$ cat src/common/cache_pkg.sv
`default_nettype none

package cache_pkg;

    // 16-byte lines, four words each
    localparam int OFFSET_W   = 4;    // byte offset inside a line
    localparam int WORD_SEL_W = 2;    // word index inside a line

    // per-line status bits
    typedef struct packed {
        logic valid;
        logic dirty;                  // unused by the icache
    } line_state_t;

endpackage

`default_nettype wire

$ cat src/common/mem_pkg.sv
`default_nettype none

package mem_pkg;

    // memory bus geometry
    localparam int WORD_W      = 32;
    localparam int BLOCK_WORDS = 4;   // beats per block transfer

    typedef logic [31:0] addr_t;      // byte address
    typedef logic [WORD_W-1:0] word_t;

    // word 0 in the low bits, word 3 in the top bits
    typedef logic [BLOCK_WORDS*WORD_W-1:0] block_t;

    typedef logic [WORD_W/8-1:0] strb_t;   // zero on reads, all ones on writes

endpackage

`default_nettype wire
$ cat src/icache/icache_ctrl.sv
`timescale 1ns/1ps
`default_nettype none

module icache_ctrl #(
    parameter int LINES = 16
) (
    input  logic            clk_i,
    input  logic            rst_i,
    // fetch port
    input  logic            fetch_req_i,
    input  mem_pkg::addr_t  fetch_addr_i,
    output logic            fetch_ack_o,
    output mem_pkg::word_t  fetch_data_o,
    // controller link
    output logic            mem_req_o,
    output mem_pkg::addr_t  mem_addr_o,
    input  logic            mem_ready_i,
    input  mem_pkg::block_t mem_rblock_i
);
    import mem_pkg::*;
    import cache_pkg::*;

    localparam int IDX_W = $clog2(LINES);
    localparam int TAG_W = $bits(addr_t) - IDX_W - OFFSET_W;

    typedef enum logic [1:0] {
        S_IDLE,
        S_LOOKUP,
        S_FILL,
        S_ACK
    } state_t;

    state_t      state_q;
    logic [TAG_W-1:0] tag_q  [LINES];
    block_t           data_q [LINES];
    line_state_t      line_q [LINES];

    logic [IDX_W-1:0]      idx;
    logic [TAG_W-1:0]      tag;
    logic [WORD_SEL_W-1:0] sel;
    logic                  hit;

    // address held stable by the fetch stage until ack
    assign idx = fetch_addr_i[OFFSET_W +: IDX_W];
    assign tag = fetch_addr_i[$bits(addr_t)-1 -: TAG_W];
    assign sel = fetch_addr_i[OFFSET_W-WORD_SEL_W +: WORD_SEL_W];
    assign hit = line_q[idx].valid && (tag_q[idx] == tag);

    always_ff @(posedge clk_i) begin
        if (!rst_i) begin
            state_q     <= S_IDLE;
            fetch_ack_o <= 1'b0;
            mem_req_o   <= 1'b0;
            for (int i = 0; i < LINES; i++) begin
                line_q[i] <= '0;
            end
        end else begin
            case (state_q)
                S_IDLE: begin
                    if (fetch_req_i) state_q <= S_LOOKUP;
                end
                S_LOOKUP: begin
                    if (hit) begin
                        fetch_data_o <= data_q[idx][sel*WORD_W +: WORD_W];
                        fetch_ack_o  <= 1'b1;
                        state_q      <= S_ACK;
                    end else begin
                        mem_req_o  <= 1'b1;
                        mem_addr_o <= {tag, idx, {OFFSET_W{1'b0}}};   // block aligned
                        state_q    <= S_FILL;
                    end
                end
                S_FILL: begin
                    if (mem_ready_i) begin
                        mem_req_o    <= 1'b0;
                        data_q[idx]  <= mem_rblock_i;
                        tag_q[idx]   <= tag;
                        line_q[idx]  <= '{valid: 1'b1, dirty: 1'b0};
                        fetch_data_o <= mem_rblock_i[sel*WORD_W +: WORD_W];
                        fetch_ack_o  <= 1'b1;
                        state_q      <= S_ACK;
                    end
                end
                S_ACK: begin
                    if (!fetch_req_i) begin     // four-phase close
                        fetch_ack_o <= 1'b0;
                        state_q     <= S_IDLE;
                    end
                end
                default: state_q <= S_IDLE;
            endcase
        end
    end

    // refill request is a level held until the controller answers
    a_req_hold: assert property (@(posedge clk_i) disable iff (!rst_i)
        (mem_req_o && !mem_ready_i) |=> mem_req_o);

endmodule

`default_nettype wire

$ cat config.mk
export PLATFORM = sky130hd
export DESIGN_NAME = icache_ctrl
export DESIGN_NICKNAME = d
export VERILOG_FILES = /design/src/common/cache_pkg.sv /design/src/common/mem_pkg.sv /design/src/icache/icache_ctrl.sv
export SDC_FILE = /design/constraint.sdc
export NUM_CORES = 2
export LEC_CHECK = 0
export ABC_AREA = 1
export BUFFER_PORTS_ARGS = -buffer_cell sky130_fd_sc_hd__clkbuf_2
export CORE_ASPECT_RATIO = 0.6
export CORE_MARGIN = 5
export CORE_UTILIZATION = 40
export DETAILED_ROUTE_END_ITERATION = 12
export HOLD_SLACK_MARGIN = 0.03
export PLACE_DENSITY = 0.62
export SLEW_MARGIN = 0
export SYNTH_ARGS = -nofsm -noshare
export SYNTH_HDL_FRONTEND = slang
export SYNTH_SLANG_ARGS = --single-unit
$ cat constraint.sdc
create_clock -name clk_i -period 11.38 [get_ports clk_i]
set_input_delay 1.138 -clock clk_i [delete_from_list [all_inputs] [get_ports clk_i]]
set_output_delay 1.138 -clock clk_i [all_outputs]
set_load 0.02 [all_outputs]
==> impl_metrics.yaml <==
pwr:
  vdd.ir_drop.worst_uv: 124
  p_per_area_mw_per_mm2: 181
  power.leakage_nw: 34.0
detailed_routing:
  via_per_inst: 5.85
  dr.pass1.iters: 6
  drt_first_iter_violations: 7179
  drc_errors: 0
  wl_per_cell_um: 28.1
  routed_wl_mm: 270
  dr_total_vias: 56400
  ant_nets: 0
worst_setup_path:
  arrival_ns: 6.62
  reg2reg_depth: 8
  end_kind: "register"
  ff2ff_setup_slack_ns: 7.00
  cp-start-kind: "input pin"
  cp_data_required_time_ns: 12.08
  crit_type: "input pin to register"
  r2r_start: "state_q[0]$_SDFFE_PN0P_"
  critPathMaxFanout: 119
  r2r-end: "data_q[6][47]$_DFFE_PP_"
synth:
  synth-compound-area-share_pct: 12.4
  synth_flop_cell: "edfxtp_1"
  yosysWarnings: 0
  synth-edff-count: 2492
  yosysTopAreaCell: "edfxtp_1"
  synth_cells: 6121
  synth_seq_area_share_pct: 79.6
  synthMuxAreaShare_pct: 0
  synth_seq_cells: 2512
  yosys.area_share.simple_pct: 5.94
  synth_area_leaders: "edfxtp_1 79%, a22oi_1 8.2%, nand2_1 3.8%"
  synth_top_family_by_area: "compound AO/OA/AOI/OAI gates"
  synthArstFlopShare_pct: 0
  synth_fa_ha_area_share_pct: 0.0530
  synth_cell_types: 36
  synthTopCellsByCount: "2,492 x edfxtp_1, 1,029 x a22oi_1, 944 x nand2_1"
  avgSynthCellArea_um2: 15.4
  yosys.area.top_type_share_pct: 79.2
  synth_xor_area_share_pct: 0
  syn_area_mm2: 0.0945
  synth.most_common_cell: "edfxtp_1"
clock_tree:
  cts_resized: 0
  clockBufferDepth: 4
  cts.sinks: 2512
  post-cts-setup-buffer-count: 0
  ctsHoldBuffers: 0
  cts_made_buffers: 229
  root_buffer: "clkbuf_16"
  cts_tree: "built"
  insertion_delay_ns: 0.88
  cts_max_level: 4
  clk_pin_slew_ns: 0.07
global_route:
  grt_overflow_total: 0
  first_global_vias: 55100
  grt_max_degree: 161
  antenna_found_initial: 63
  grt_pass1_wl_mm: 391
  grt_usage_pct: 21.3
hold_path:
  holdPathStages: 2
  min-delay-start: "line_q[8]$_DFF_P_"
  holdCritPathClass: "register to register"
  whs_endpoint: "line_q[8]$_DFF_P_"
sta:
  slew_violations: 0
  layout_min_cycle_time_ns: 5.92
  rsz0062_at_grt: "no"
  relSlewSlack_pct: 21.1
  fmaxAchievable_ghz: 0.169
  finalWorstSetupSlack_ns: 5.46
  finalHoldViolations: 0
  tns_ns: 0
  skew_ns: 0.0717
  finalCritPeriodShare_pct: 52.0
  finalSetupViolCount: 0
  worst_pin_slew_ns: 1.17
place:
  place_hpwl_mm: 133
  gp_congestion: 0.771
  place_ws_ns: 4.65
  port_buffers: 223
  placed_area_mm2: 0.0991
  dp.cells: 9206
finish:
  nFillCells: 20300
  nNetsFinal: 6455
  drive_above_1_share_pct: 10.3
  final_area_mm2: 0.106
  syn2layout_area_growth_pct: 12.4
  postLayoutCoreUtil_pct: 45.1
  final_cells: 9640
flow_run:
  drv_cap: 0
floorplan:
  coreArea_mm2: 0.235
  fp-row-count: 138
  start_util_pct: 40.1
  io_pins: 230
  die_width_um: 637
  die_y_um: 386
  die_area_mm2: 0.246
status:
  outcome: "finished clean"
-- final cells by class --
cell class | count | area, µm² | area share, %
Antenna cell | 21 | 52.6 | 0.0495
Tap cell | 3150 | 3940 | 3.71
Clock buffer | 290 | 6060 | 5.71
Multi-Input combinational cell | 3171 | 17600 | 16.6
Sequential cell | 2512 | 75200 | 70.8
Inverter | 40 | 189 | 0.178
Clock inverter | 123 | 966 | 0.909
Timing Repair Buffer | 333 | 2180 | 2.05
-- kinds of logic (layout without fill, tap and decap cells) --
kind of cell    count (synthesis)  count (layout)
simple gates                 1349            1349
other cells                     1              25
buf+inv                       441             786
fa+ha+maj                       4               4
flops                        2512            2512
compound gates               1814            1814
-- layer usage --
| layer | share of wire (%) | vias up | GRT usage (%) |
|---|---|---|---|
| li1 | - | 24300 | - |
| met1 | 42 | 28800 | 30.9 |
| met2 | 46 | 2861 | 33.0 |
| met3 | 9.2 | 451 | 4.02 |
| met4 | 2.5 | 24 | 5.74 |
| met5 | 0.057 | - | 0 |
-- worst max-delay path: stages --
cell      delay [ns]
buf_4           0.32
buf_4           0.63
clkinv_2        0.09
buf_4           0.41
nor2_4          0.74
buf_4           0.91
buf_12          0.58
a22oi_1         0.14
a21oi_1         0.18
or2_1           0.12
nor4_1          0.05
nor3_1          0.89
o21ai_1         0.10
nand2_1         0.11
-- cells in the final DEF (no fill, tap or decap), types with 4 or more instances in the layout --
cell type | synthesis | final
o22ai_1 | 19 | 19
clkinv_1 | 3 | 66
buf_4 | 10 | 92
clkbuf_16 | 0 | 233
o21bai_1 | 9 | 9
o21ai_0 | 101 | 101
nor3_1 | 51 | 51
or2_1 | 34 | 34
nand2_1 | 944 | 943
inv_1 | 34 | 29
inv_6 | 0 | 4
diode_2 | 0 | 21
nor2_4 | 1 | 23
a21oi_1 | 580 | 580
nand4_1 | 9 | 9
nand3_1 | 48 | 48
bufinv_16 | 0 | 15
clkbuf_2 | 0 | 221
nor2_1 | 138 | 117
nor4_1 | 102 | 102
conb_1 | 1 | 4
clkbuf_1 | 208 | 55
buf_12 | 0 | 19
dfxtp_1 | 20 | 20
o21ai_1 | 63 | 63
clkinv_2 | 0 | 34
or3_1 | 13 | 13
a22oi_1 | 1029 | 1029
edfxtp_1 | 2492 | 2492
inv_8 | 0 | 5
o41ai_1 | 6 | 6
-- registers in the layout, summed over array words and instances, names as in the netlist --
signal	count
data_q	2048
tag_q	384
fetch_data_o	32
mem_addr_o	28
line_q	16
state_q	2
fetch_ack_o	1
mem_req_o	1
-- how the worst max path moves through the flow --
stage                          startpoint                          to  depth (start not counted)
after floorplan           fetch_addr_i[5]     data_q[13][0]$_DFFE_PP_                          8
after global placement    fetch_addr_i[4]      data_q[5][2]$_DFFE_PP_                          9
after detailed placement  fetch_addr_i[4]      data_q[5][2]$_DFFE_PP_                          9
after CTS                 fetch_addr_i[4]     data_q[5][47]$_DFFE_PP_                          9
after global routing      fetch_addr_i[4]  fetch_data_o[20]$_DFFE_PP_                         14
final                     fetch_addr_i[4]  fetch_data_o[20]$_DFFE_PP_                         14
-- report_power, final --
group	switching (mW)	internal (mW)
clock	3.30	4.09
combinational	1.10	0.349
sequential	0.0571	10.3
total	4.46	14.7
-- metrics by stage --
stage | hold slack (ns) | total power, mW
after floorplan | 0.423 | 11.3
after global placement | 0.434 | 12.0
after detailed placement | 0.447 | 12.0
after CTS | 0.462 | 19.3
after global routing | 0.485 | 19.8
final | 0.464 | 19.2
Note: power is estimated with default switching activity, not from simulation.
