==> src/common/cache_pkg.sv <==
`default_nettype none

package cache_pkg;

    // 16-byte lines, four words each
    localparam int OFFSET_W   = 4;    // byte offset inside a line
    localparam int WORD_SEL_W = 2;    // word index inside a line

    // per-line status bits
    typedef struct packed {
        logic valid;
        logic dirty;                  // unused by the icache
    } line_state_t;

endpackage

`default_nettype wire

==> src/common/mem_pkg.sv <==
`default_nettype none

package mem_pkg;

    // memory bus geometry
    localparam int WORD_W      = 32;
    localparam int BLOCK_WORDS = 4;   // beats per block transfer

    typedef logic [31:0] addr_t;      // byte address
    typedef logic [WORD_W-1:0] word_t;

    // word 0 in the low bits, word 3 in the top bits
    typedef logic [BLOCK_WORDS*WORD_W-1:0] block_t;

    typedef logic [WORD_W/8-1:0] strb_t;   // zero on reads, all ones on writes

endpackage

`default_nettype wire
==> src/dcache/dcache_ctrl.sv <==
`timescale 1ns/1ps
`default_nettype none

module dcache_ctrl #(
    parameter int LINES = 16
) (
    input  logic            clk_i,
    input  logic            rst_i,
    // data port
    input  logic            data_req_i,
    input  logic            data_we_i,
    input  mem_pkg::addr_t  data_addr_i,
    input  mem_pkg::word_t  data_wdata_i,
    output logic            data_ack_o,
    output mem_pkg::word_t  data_rdata_o,
    // controller link
    output logic            mem_req_o,
    output mem_pkg::addr_t  mem_addr_o,
    output logic            mem_we_o,
    output mem_pkg::block_t mem_wblock_o,
    input  logic            mem_ready_i,
    input  mem_pkg::block_t mem_rblock_i
);
    import mem_pkg::*;
    import cache_pkg::*;

    localparam int IDX_W = $clog2(LINES);
    localparam int TAG_W = $bits(addr_t) - IDX_W - OFFSET_W;

    typedef enum logic [2:0] {
        S_IDLE,
        S_LOOKUP,
        S_WB,
        S_FILL,
        S_ACK
    } state_t;

    state_t           state_q;
    logic [TAG_W-1:0] tag_q  [LINES];
    block_t           data_q [LINES];
    line_state_t      line_q [LINES];

    logic [IDX_W-1:0]      idx;
    logic [TAG_W-1:0]      tag;
    logic [WORD_SEL_W-1:0] sel;
    logic                  hit;
    block_t                hit_blk;    // resident line with store word merged
    block_t                fill_blk;   // refill block with store word merged

    assign idx = data_addr_i[OFFSET_W +: IDX_W];
    assign tag = data_addr_i[$bits(addr_t)-1 -: TAG_W];
    assign sel = data_addr_i[OFFSET_W-WORD_SEL_W +: WORD_SEL_W];
    assign hit = line_q[idx].valid && (tag_q[idx] == tag);

    // victim stays untouched until the refill lands
    assign mem_wblock_o = data_q[idx];

    always_comb begin
        hit_blk  = data_q[idx];
        hit_blk[sel*WORD_W +: WORD_W] = data_wdata_i;
        fill_blk = mem_rblock_i;
        if (data_we_i) fill_blk[sel*WORD_W +: WORD_W] = data_wdata_i;
    end

    always_ff @(posedge clk_i) begin
        if (!rst_i) begin
            state_q    <= S_IDLE;
            data_ack_o <= 1'b0;
            mem_req_o  <= 1'b0;
            mem_we_o   <= 1'b0;
            for (int i = 0; i < LINES; i++) begin
                line_q[i] <= '0;
            end
        end else begin
            case (state_q)
                S_IDLE: begin
                    if (data_req_i) state_q <= S_LOOKUP;
                end
                S_LOOKUP: begin
                    if (hit) begin
                        data_rdata_o <= data_q[idx][sel*WORD_W +: WORD_W];
                        if (data_we_i) begin
                            data_q[idx]       <= hit_blk;
                            line_q[idx].dirty <= 1'b1;
                        end
                        data_ack_o <= 1'b1;
                        state_q    <= S_ACK;
                    end else if (line_q[idx].valid && line_q[idx].dirty) begin
                        // evict to the victim's own address first
                        mem_req_o  <= 1'b1;
                        mem_we_o   <= 1'b1;
                        mem_addr_o <= {tag_q[idx], idx, {OFFSET_W{1'b0}}};
                        state_q    <= S_WB;
                    end else begin
                        mem_req_o  <= 1'b1;
                        mem_we_o   <= 1'b0;
                        mem_addr_o <= {tag, idx, {OFFSET_W{1'b0}}};
                        state_q    <= S_FILL;
                    end
                end
                S_WB: begin
                    if (mem_ready_i) begin
                        mem_req_o <= 1'b0;      // drop, refill raised next cycle
                        state_q   <= S_FILL;
                    end
                end
                S_FILL: begin
                    if (mem_ready_i) begin
                        mem_req_o    <= 1'b0;
                        data_q[idx]  <= fill_blk;
                        tag_q[idx]   <= tag;
                        line_q[idx]  <= '{valid: 1'b1, dirty: data_we_i};
                        data_rdata_o <= mem_rblock_i[sel*WORD_W +: WORD_W];
                        data_ack_o   <= 1'b1;
                        state_q      <= S_ACK;
                    end else if (!mem_req_o) begin
                        mem_req_o  <= 1'b1;     // refill after write-back
                        mem_we_o   <= 1'b0;
                        mem_addr_o <= {tag, idx, {OFFSET_W{1'b0}}};
                    end
                end
                S_ACK: begin
                    if (!data_req_i) begin
                        data_ack_o <= 1'b0;
                        state_q    <= S_IDLE;
                    end
                end
                default: state_q <= S_IDLE;
            endcase
        end
    end

    // write-backs only ever carry a valid, dirty victim
    a_wb_dirty: assert property (@(posedge clk_i) disable iff (!rst_i)
        (mem_req_o && mem_we_o) |-> (line_q[idx].valid && line_q[idx].dirty));

endmodule

`default_nettype wire

==> config.mk <==
export PLATFORM = sky130hd
export DESIGN_NAME = dcache_ctrl
export DESIGN_NICKNAME = d
export VERILOG_FILES = /design/src/common/cache_pkg.sv /design/src/common/mem_pkg.sv /design/src/dcache/dcache_ctrl.sv
export SDC_FILE = /design/constraint.sdc
export NUM_CORES = 2
export LEC_CHECK = 0
export BUFFER_PORTS_ARGS = -buffer_cell sky130_fd_sc_hd__buf_2
export CAP_MARGIN = 20
export CORE_MARGIN = 2
export CORE_UTILIZATION = 45
export DETAILED_ROUTE_END_ITERATION = 16
export HOLD_SLACK_MARGIN = 0.02
export MAX_ROUTING_LAYER = met4
export PLACE_DENSITY_LB_ADDON = 0.1
export SLEW_MARGIN = 0
export SYNTH_ARGS = -nofsm -noshare
export SYNTH_HDL_FRONTEND = slang
export SYNTH_SLANG_ARGS = --single-unit
export TNS_END_PERCENT = 30
==> constraint.sdc <==
create_clock -name clk_i -period 11.93 [get_ports clk_i]
set_clock_uncertainty 0.15 [all_clocks]
set_input_delay 0.5965 -clock clk_i [delete_from_list [all_inputs] [get_ports clk_i]]
set_output_delay 0.5965 -clock clk_i [all_outputs]
set_load 0.01 [all_outputs]
==> qor.yml <==
finish:
  register_area_um2: 75800
  fin_area_um2: 117000
  drive_gt1_share_pct: 33.9
  multi_input_comb_area_um2: 25000
  final_core_util_pct: 52.1
  fillCellCount: 17600
  nNetsFinal: 5460
  fin_cells: 8479
  syn_to_final_growth_pct: 15.1
global_routing:
  grt_use_met2_pct: 41.8
  grt-ovfl-total: 0
  grt_busiest_layer: "met2"
  grt_pass1_vias: 53500
  grt_use_met3_pct: 4.13
  grt_util_met1_pct: 37.5
  antenna_found_initial: 52
  grt_pass1_wl_mm: 432
  grt_max_degree: 105
  track_usage_pct: 27.9
floorplanning:
  dieWidth_um: 480
  io_pins: 392
  die_y_um: 480
  core_area_um2: 225000
  rows: 174
  initial_utilization_pct: 45.3
  dieArea_um2: 230000
place:
  dpl.hpwl_mm: 178
  pre_cts_ws_ns: 4.19
  place_inst: 7882
  placed_area_um2: 108000
  finalWeightedCongestion: 0.936
  port_buffers: 385
critical_path:
  critical_path_class: "input pin to output port"
  worstPathMaxFanout: 45
  r2r_start: "tag_q[9][7]$_DFFE_PP_"
  critPathCaptureType: "output port"
  rr_endpoint: "data_q[15][6]$_DFFE_PP_"
  arrival_ns: 7.13
  r2r_cells: 9
  start_kind: "input pin"
  cp.required_ns: 11.18
  ff2ff_setup_slack_ns: 5.97
job:
  maxCapViolCount: 0
synthesis:
  yosysMostFrequentCell: "edfxtp_1"
  synth_commonest_cells: "2508 x edfxtp_1, 768 x mux4_2, 210 x nand2_1"
  synth_seq_area_share_pct: 74.3
  synth-edff-count: 2508
  synthArstFlopShare_pct: 0
  ys_warn_count: 0
  ys_top_cells_by_area: "edfxtp_1 74%, mux4_2 17%, o221a_2 1.1%"
  avgSynthCellArea_um2: 21.7
  synth_top_area_share_pct: 73.9
  synth_area_leader_cell: "edfxtp_1"
  synth_flop_cell: "edfxtp_1"
  netlist_area_um2: 102000
  syn-instance-count: 4691
  ys_seq_elements: 2530
  yosysUniqueCellTypes: 71
power:
  ir_worst_vdd_mv: 0.147
  p_per_area_nw_per_um2: 171
  leakagePower_nw: 37.5
  total_power_mw: 20.0
timing:
  maxSlewViolCount: 0
  max_freq_mhz: 127
  fin_crit_ns: 7.87
  final-setup-viol-count: 0
  period_share_pct: 66.0
  finalSetupTns_ns: 0
  rsz0062_at_grt: "no"
  worst_slew_pin_slew_ns: 1.16
  final_hold_viol_count: 0
  timing.final.ws_setup_ns: 4.06
  slew-limit-headroom_pct: 22.7
  hold_ws_ns: 0.0789
routing:
  post_drt_wl_per_cell_um: 36.8
  first_pass_iters: 6
  finalWirelength_mm: 312
  drt_first_iter_violations: 6709
  vias: 53700
  drc: 0
  drtAntennaViolNets: 0
  via_per_inst: 6.33
status:
  status: "complete, no violations"
hold_path:
  min_to: "data_rdata_o[24]$_DFFE_PP_"
  min_path_type: "input pin to flop"
  hp-start: "mem_rblock_i[56]"
  min_path_cells: 4
cts:
  cts_max_level: 5
  cts_buffers: 289
  cts-root-buf: "clkbuf_16"
  cts_tree: "done"
  cts.clk_slew.worst_paths_ns: 0.06
  cts_buffer_depth: 4
  clk_latency_ns: 0.94
  cts_sinks: 2530
  post-cts-setup-buffers: 0
## worst max path at each step
stage | from | endpoint | depth (start not counted)
final | data_addr_i[4] | mem_wblock_o[101] | 10
after floorplan | data_addr_i[7] | data_q[10][0]$_DFFE_PP_ | 12
after global placement | data_addr_i[4] | data_rdata_o[28]$_DFFE_PP_ | 11
after global routing | data_addr_i[4] | mem_wblock_o[124] | 10
after detailed placement | data_addr_i[4] | data_rdata_o[28]$_DFFE_PP_ | 11
after CTS | data_addr_i[4] | mem_wblock_o[101] | 10
## cells by family (layout without fill, tap and decap cells)
group,after synthesis,in the layout,synth area share (%)
other,1,36,0.00368
DFF,2530,2530,74.3
and+or+nand+nor,451,451,2.04
muxes,914,914,18.5
xor gates and xnor gates,28,28,0.241
AOI/OAI and AO/OA,440,440,3.36
buffers and inverters,322,1083,1.43
adders and majority gates,5,5,0.0614
## cell type report
cell class / count / area share (%)
antenna: 32 / 0.0683
clock buffer: 364 / 6.57
clock inverter: 124 / 0.855
inverter: 13 / 0.0416
multi-input combinational: 1842 / 21.4
sequential: 2530 / 64.6
tap: 2992 / 3.19
timing repair buffer: 582 / 3.29
## critical path: stages
cell           delay [ns]
dlygate4sd3_1        0.56
buf_8                0.38
buf_4                0.69
buf_4                0.79
buf_4                0.81
buf_4                0.82
buf_4                0.67
mux4_2               0.60
mux4_2               0.61
buf_2                0.22
## timing repair
action / in CTS / in global routing
endpoints found under the hold margin: 415 / 0
resized for setup: 0 / 0
hold buffers: 67 / 0
## flip-flops by register name (all words and copies together) (netlist names)
name          cells
state_q           3
data_ack_o        1
line_q           32
mem_req_o         1
mem_addr_o       28
data_q         2048
mem_we_o          1
tag_q           384
data_rdata_o     32
## power breakdown
part / internal, mW / switching (mW)
registers: 9.99 / 0.0168
logic: 0.554 / 1.12
clock network: 4.89 / 3.47
## layer usage
layer  wire length, um  share of wire (%)  vias up
met5                 0                  0        -
met4             18400                5.9        0
met3             22400                7.2      635
met2            147000                 47     2586
met1            124000                 40    29300
li1                  -                  -    21200
## placed cells by master, fill, tap and decap left out, types with 17 or more instances in the layout
master,instances
a211oi_1,27
a21o_1,17
a21oi_1,71
a22oi_1,48
buf_12,17
buf_2,380
buf_4,112
clkbuf_1,66
clkbuf_16,298
clkinv_1,60
clkinv_2,34
dfxtp_1,22
diode_2,32
dlygate4sd3_1,67
edfxtp_1,2508
mux2_2,34
mux2i_1,107
mux4_2,768
nand2_1,205
nand2b_1,41
nand3_1,51
nor2_1,75
o211ai_1,63
o21ai_0,35
o221a_2,99
No activity file was read; power rests on OpenSTA's default activity.
