### src/common/mem_pkg.sv
`default_nettype none

package mem_pkg;

    // memory bus geometry
    localparam int WORD_W      = 32;
    localparam int BLOCK_WORDS = 4;   // beats per block transfer

    typedef logic [31:0] addr_t;      // byte address
    typedef logic [WORD_W-1:0] word_t;

    // word 0 in the low bits, word 3 in the top bits
    typedef logic [BLOCK_WORDS*WORD_W-1:0] block_t;

    typedef logic [WORD_W/8-1:0] strb_t;   // zero on reads, all ones on writes

endpackage

`default_nettype wire
### src/design/main_mem_ctrl.sv
`timescale 1ns/1ps
`default_nettype none

module main_mem_ctrl (
    input  logic            clk_i,
    input  logic            rst_i,
    // icache side
    input  logic            ic_req_i,
    input  mem_pkg::addr_t  ic_addr_i,
    // dcache side
    input  logic            dc_req_i,
    input  mem_pkg::addr_t  dc_addr_i,
    input  logic            dc_we_i,
    input  mem_pkg::block_t dc_wblock_i,
    // shared return path
    output logic            mem_free_o,
    output mem_pkg::block_t rblock_o,
    output logic            ic_ready_o,
    output logic            dc_ready_o,
    // memory bus
    output logic            iomem_valid_o,
    output mem_pkg::addr_t  iomem_addr_o,
    output mem_pkg::word_t  iomem_wdata_o,
    output mem_pkg::strb_t  iomem_wstrb_o,
    input  logic            iomem_ready_i,
    input  mem_pkg::word_t  iomem_rdata_i
);
    import mem_pkg::*;

    localparam int                BEAT_W    = $clog2(BLOCK_WORDS);
    localparam logic [BEAT_W-1:0] LAST_BEAT = BEAT_W'(BLOCK_WORDS - 1);

    typedef enum logic [1:0] {
        S_FREE,
        S_WRITE,
        S_READ
    } state_t;

    state_t            state_q;
    logic [BEAT_W-1:0] beat_q;
    logic [BEAT_W-1:0] beat_nx;
    logic              owner_dc_q;     // 1 -> dcache owns the transfer
    logic              pulse_busy;

    assign beat_nx = beat_q + 1'b1;

    // requesters still hold req during their ready pulse, so skip that cycle
    assign pulse_busy = ic_ready_o | dc_ready_o;

    always_ff @(posedge clk_i) begin
        if (!rst_i) begin
            state_q       <= S_FREE;
            beat_q        <= '0;
            owner_dc_q    <= 1'b0;
            iomem_valid_o <= 1'b0;
            iomem_wstrb_o <= '0;
            mem_free_o    <= 1'b1;
            ic_ready_o    <= 1'b0;
            dc_ready_o    <= 1'b0;
        end else begin
            ic_ready_o <= 1'b0;               // single-cycle pulses
            dc_ready_o <= 1'b0;
            case (state_q)
                S_FREE: begin
                    beat_q <= '0;
                    if (!pulse_busy && dc_req_i) begin   // memory stage wins
                        owner_dc_q    <= 1'b1;
                        iomem_addr_o  <= dc_addr_i;
                        iomem_valid_o <= 1'b1;
                        mem_free_o    <= 1'b0;
                        if (dc_we_i) begin
                            iomem_wdata_o <= dc_wblock_i[WORD_W-1:0];
                            iomem_wstrb_o <= '1;
                            state_q       <= S_WRITE;
                        end else begin
                            iomem_wstrb_o <= '0;
                            state_q       <= S_READ;
                        end
                    end else if (!pulse_busy && ic_req_i) begin
                        owner_dc_q    <= 1'b0;
                        iomem_addr_o  <= ic_addr_i;
                        iomem_valid_o <= 1'b1;
                        iomem_wstrb_o <= '0;
                        mem_free_o    <= 1'b0;
                        state_q       <= S_READ;
                    end
                end
                S_WRITE: begin
                    if (iomem_ready_i) begin
                        if (beat_q == LAST_BEAT) begin
                            iomem_valid_o <= 1'b0;
                            iomem_wstrb_o <= '0;
                            mem_free_o    <= 1'b1;
                            dc_ready_o    <= 1'b1;   // only the dcache writes
                            state_q       <= S_FREE;
                        end else begin
                            beat_q        <= beat_nx;
                            iomem_addr_o  <= iomem_addr_o + 32'd4;
                            iomem_wdata_o <= dc_wblock_i[beat_nx*WORD_W +: WORD_W];
                        end
                    end
                end
                S_READ: begin
                    if (iomem_ready_i) begin
                        // shift in from the top, word 0 lands in the low bits
                        rblock_o <= {iomem_rdata_i, rblock_o[$bits(block_t)-1:WORD_W]};
                        if (beat_q == LAST_BEAT) begin
                            iomem_valid_o <= 1'b0;
                            mem_free_o    <= 1'b1;
                            dc_ready_o    <= owner_dc_q;
                            ic_ready_o    <= !owner_dc_q;
                            state_q       <= S_FREE;
                        end else begin
                            beat_q       <= beat_nx;
                            iomem_addr_o <= iomem_addr_o + 32'd4;
                        end
                    end
                end
                default: state_q <= S_FREE;
            endcase
        end
    end

    // a read burst never carries a write strobe
    a_read_no_strb: assert property (@(posedge clk_i) disable iff (!rst_i)
        (iomem_valid_o && state_q == S_READ) |-> iomem_wstrb_o == '0);

    // exactly one owner per transfer
    a_one_ready: assert property (@(posedge clk_i) disable iff (!rst_i)
        !(ic_ready_o && dc_ready_o));

endmodule

`default_nettype wire

### config.mk
export PLATFORM = sky130hd
export DESIGN_NAME = main_mem_ctrl
export DESIGN_NICKNAME = d
export VERILOG_FILES = /design/src/common/mem_pkg.sv /design/src/design/main_mem_ctrl.sv
export SDC_FILE = /design/constraint.sdc
export NUM_CORES = 1
export LEC_CHECK = 0
export BUFFER_PORTS_ARGS = -buffer_cell sky130_fd_sc_hd__buf_2
export CORE_AREA = 2 2 166 168
export CTS_CLUSTER_SIZE = 24
export DETAILED_ROUTE_END_ITERATION = 10
export DIE_AREA = 0 0 168 170
export PLACE_DENSITY_LB_ADDON = 0.2
export SLEW_MARGIN = 20
export SYNTH_ARGS = -nofsm -noshare
export SYNTH_HDL_FRONTEND = slang
export SYNTH_SLANG_ARGS = --single-unit
### constraint.sdc
create_clock -name clk_i -period 10.8 [get_ports clk_i]
set_input_delay 0.54 -clock clk_i [delete_from_list [all_inputs] [get_ports clk_i]]
set_output_delay 0.54 -clock clk_i [all_outputs]
set_load 0.1 [all_outputs]
==> flow_summary.yaml <==
run_status:
  outcome: "complete, no violations"
clock_network:
  clk_pin_slew_ns: 0.06
  clkSinkCount: 202
  clock_latency_ns: 0.50
  ctsResizeCount: 0
  cts_max_level: 1
  cts_made_buffers: 24
  post_cts_buffers: 0
  root_buffer: "clkbuf_16"
  cts_tree: "built"
  cts-hold-fix-buffers: 0
  ctsLongestPathBuffers: 3
detailed_routing:
  wire_per_inst_um: 18.3
  drc: 0
  initialDrtViolationCount: 595
  vias: 7090
  detail_route.vias_per_cell: 5.02
  firstDrtPassIters: 4
  wl_mm: 25.9
  drtAntennaViolNets: 0
sta:
  max_slew.worst_pin.slew_ns: 0.815
  fmax_mhz: 368
  fin_setup_tns_ns: 0
  timing.final.crit_share: 0.252
  hold_viol: 0
  drv_slew: 0
  slew_headroom: 0.451
  finalSetupViolCount: 0
  rsz0062_at_grt: "false"
  fin_skew_ns: 0.0122
  finalCriticalPeriod_ns: 2.72
floorplanning:
  chipHeight_um: 170
  ios: 430
  row_count: 60
  start_util: 0.328
  die_area_sq_um: 28600
  fp.dieW_um: 168
  core_sq_um: 26700
logic_synthesis:
  ys_seq_area_frac: 0.683
  ys_seq_elements: 202
  yosysTopAreaCell: "edfxtp_1"
  synthTopCellsByCount: "edfxtp_1 (192), o22ai_1 (64), a21oi_1 (50), mux2_2 (32), clkbuf_1 (30)"
  post_synth_num_cell_types: 54
  synth_area_sq_um: 8740
  synth_edf_count: 192
  syn_nets: 863
  synthArstFlopShare: 0
  synth_area_per_cell_sq_um: 13.9
  synthCells: 627
  synth_top_area_frac: 0.660
  yosys.cell_count.top_type: "edfxtp_1"
  synth_ff_type: "edfxtp_1"
  synth_top_cells_by_area: "edfxtp_1 (66%), o22ai_1 (4.6%), mux2_2 (4.1%), a21oi_1 (2.9%), a211oi_1 (2.4%)"
  synth_warnings: 0
min_path:
  hold_depth: 1
  hp-start: "iomem_rdata_i[28]"
  min_to: "rblock_o[124]"
  min_path_type: "in -> reg"
run:
  cap_violations: 0
finish:
  final_cell_area_sq_um: 12100
  syn_to_final_growth_pct: 37.9
  final_nets: 1285
  drive_gt1_frac: 0.494
setup_path:
  r2r_start: "state_q[0]"
  cp.arrival_ns: 2.87
  path_class: "reg -> reg"
  r2r_cells: 7
  worstPathRequired_ns: 10.96
  end_kind: "register"
  critical_path_peak_fanout: 67
  critPathLaunchType: "register"
  r2r_slack_ns: 8.08
  regToRegEndpoint: "iomem_addr_o[15]"
global_routing:
  grt_overflow: 0
  track_usage: 0.169
  grt_max_degree: 93
  grt_pass1_vias: 6813
  grt_antenna_before_repair: 4
  grt_pass1_wl_mm: 38.0
power:
  seqPwrFrac: 0.376
  p_clk_frac: 0.302
  peakVddDrop_mv: 0.131
  internal-power_uw: 1650
  p_switching_uw: 1070
  power_density_nw_per_um2: 226
  p_leak_uw: 0.00475
  combPwrFrac: 0.322
  switching_share: 0.394
place:
  io_buffers: 429
  gp_congestion: 0.836
  place.detailed.hpwl_mm: 19.3
  dpl_cell_area_sq_um: 11200
[final cells by class]
class | count | area (sq um)
fillers | 2527 | 14600
flip-flops and latches | 202 | 5970
multi-input cells | 373 | 2570
repair buffers | 438 | 2220
clock buffers | 31 | 667
well taps | 341 | 427
clock inverters | 13 | 158
inverters | 10 | 37.5
diodes | 4 | 10.0
[power by group through the flow]
stage	Combinational [uW]	Sequential [uW]	Clock, uW
after floorplan	232	1500	0
final	876	1020	821
after global routing	919	1030	873
after global placement	872	1040	0
after detailed placement	876	1040	0
after CTS	877	1020	845
[critical path: stages (launching register included)]
cell and delay, ns:
dfxtp_1 0.37, inv_1 0.11, ha_4 0.70, clkinv_1 0.46, nor2_1 0.19, a21oi_1 0.06
nor2_2 0.08, buf_4 0.38
[placed cells by master (no fill, tap or decap), drive strengths merged, types with 2 or more instances in the layout]
cell type | Yosys | layout
a211oi | 28 | 28
a21o | 2 | 2
a21oi | 50 | 50
a311oi | 2 | 2
a31o | 2 | 2
a31oi | 17 | 17
and3 | 4 | 4
and4 | 6 | 6
buf | 8 | 438
bufinv | 0 | 3
clkbuf | 32 | 31
clkinv | 1 | 10
dfxtp | 10 | 10
diode | 0 | 4
edfxtp | 192 | 192
ha | 6 | 6
inv | 9 | 10
mux2 | 32 | 32
mux2i | 9 | 9
nand2 | 19 | 19
nand2b | 3 | 3
nand3 | 13 | 13
nand4 | 11 | 11
nor2 | 14 | 14
nor2b | 23 | 23
nor3 | 7 | 7
nor4 | 4 | 4
o21ai | 16 | 16
o22ai | 64 | 64
o31ai | 6 | 6
or3 | 4 | 4
or4 | 8 | 8
xnor2 | 8 | 8
xor2 | 4 | 4
[through the flow]
step	util	hold slack, ns	power [uW]	std cells	setup WS, ns
final	0.452	0.201	2720	1412	8.08
after global routing	0.452	0.173	2830	1410	7.82
after detailed placement	0.420	0.428	1920	1364	7.55
after floorplan	-	0.457	1740	627	6.28
after global placement	0.420	0.423	1910	1364	7.60
after CTS	0.451	0.173	2750	1408	7.53
[routing by layer]
| layer | GRT usage | wire (um) | vias up |
|---|---|---|---|
| met2 | 0.291 | 12600 | 359 |
| met5 | 0 | 13 | - |
| met1 | 0.206 | 10300 | 3311 |
| met3 | 0.0449 | 2200 | 48 |
| li1 | - | - | 3370 |
| met4 | 0.0601 | 854 | 2 |
[worst max-delay path by stage]
| stage | startpoint | endpoint | slack (ns) | depth (start not counted) |
|---|---|---|---|---|
| after floorplan | ic_ready_o | iomem_wdata_o[0] | 6.28 | 4 |
| after global routing | state_q[0] | iomem_addr_o[6] | 7.82 | 7 |
| final | state_q[0] | iomem_addr_o[15] | 8.08 | 7 |
| after detailed placement | state_q[0] | iomem_addr_o[6] | 7.55 | 7 |
| after global placement | state_q[1] | iomem_addr_o[19] | 7.60 | 7 |
| after CTS | state_q[0] | iomem_addr_o[6] | 7.53 | 7 |
[logic make-up after synthesis]
logic type,after synthesis,share of synthesized area
simple gates,122,0.0819
xor+xnor,12,0.0120
fa+ha+maj,6,0.00859
mux,41,0.0515
flops,202,0.683
buf+inv,52,0.0278
compound gates,192,0.136
[flip-flops by register name, indices dropped and copies added, names as in the netlist]
name           count
owner_dc_q         1
mem_free_o         1
iomem_wstrb_o      1
iomem_wdata_o     32
ic_ready_o         1
dc_ready_o         1
state_q            2
iomem_addr_o      32
beat_q             2
rblock_o         128
iomem_valid_o      1
No activity file was read; power rests on OpenSTA's default activity.
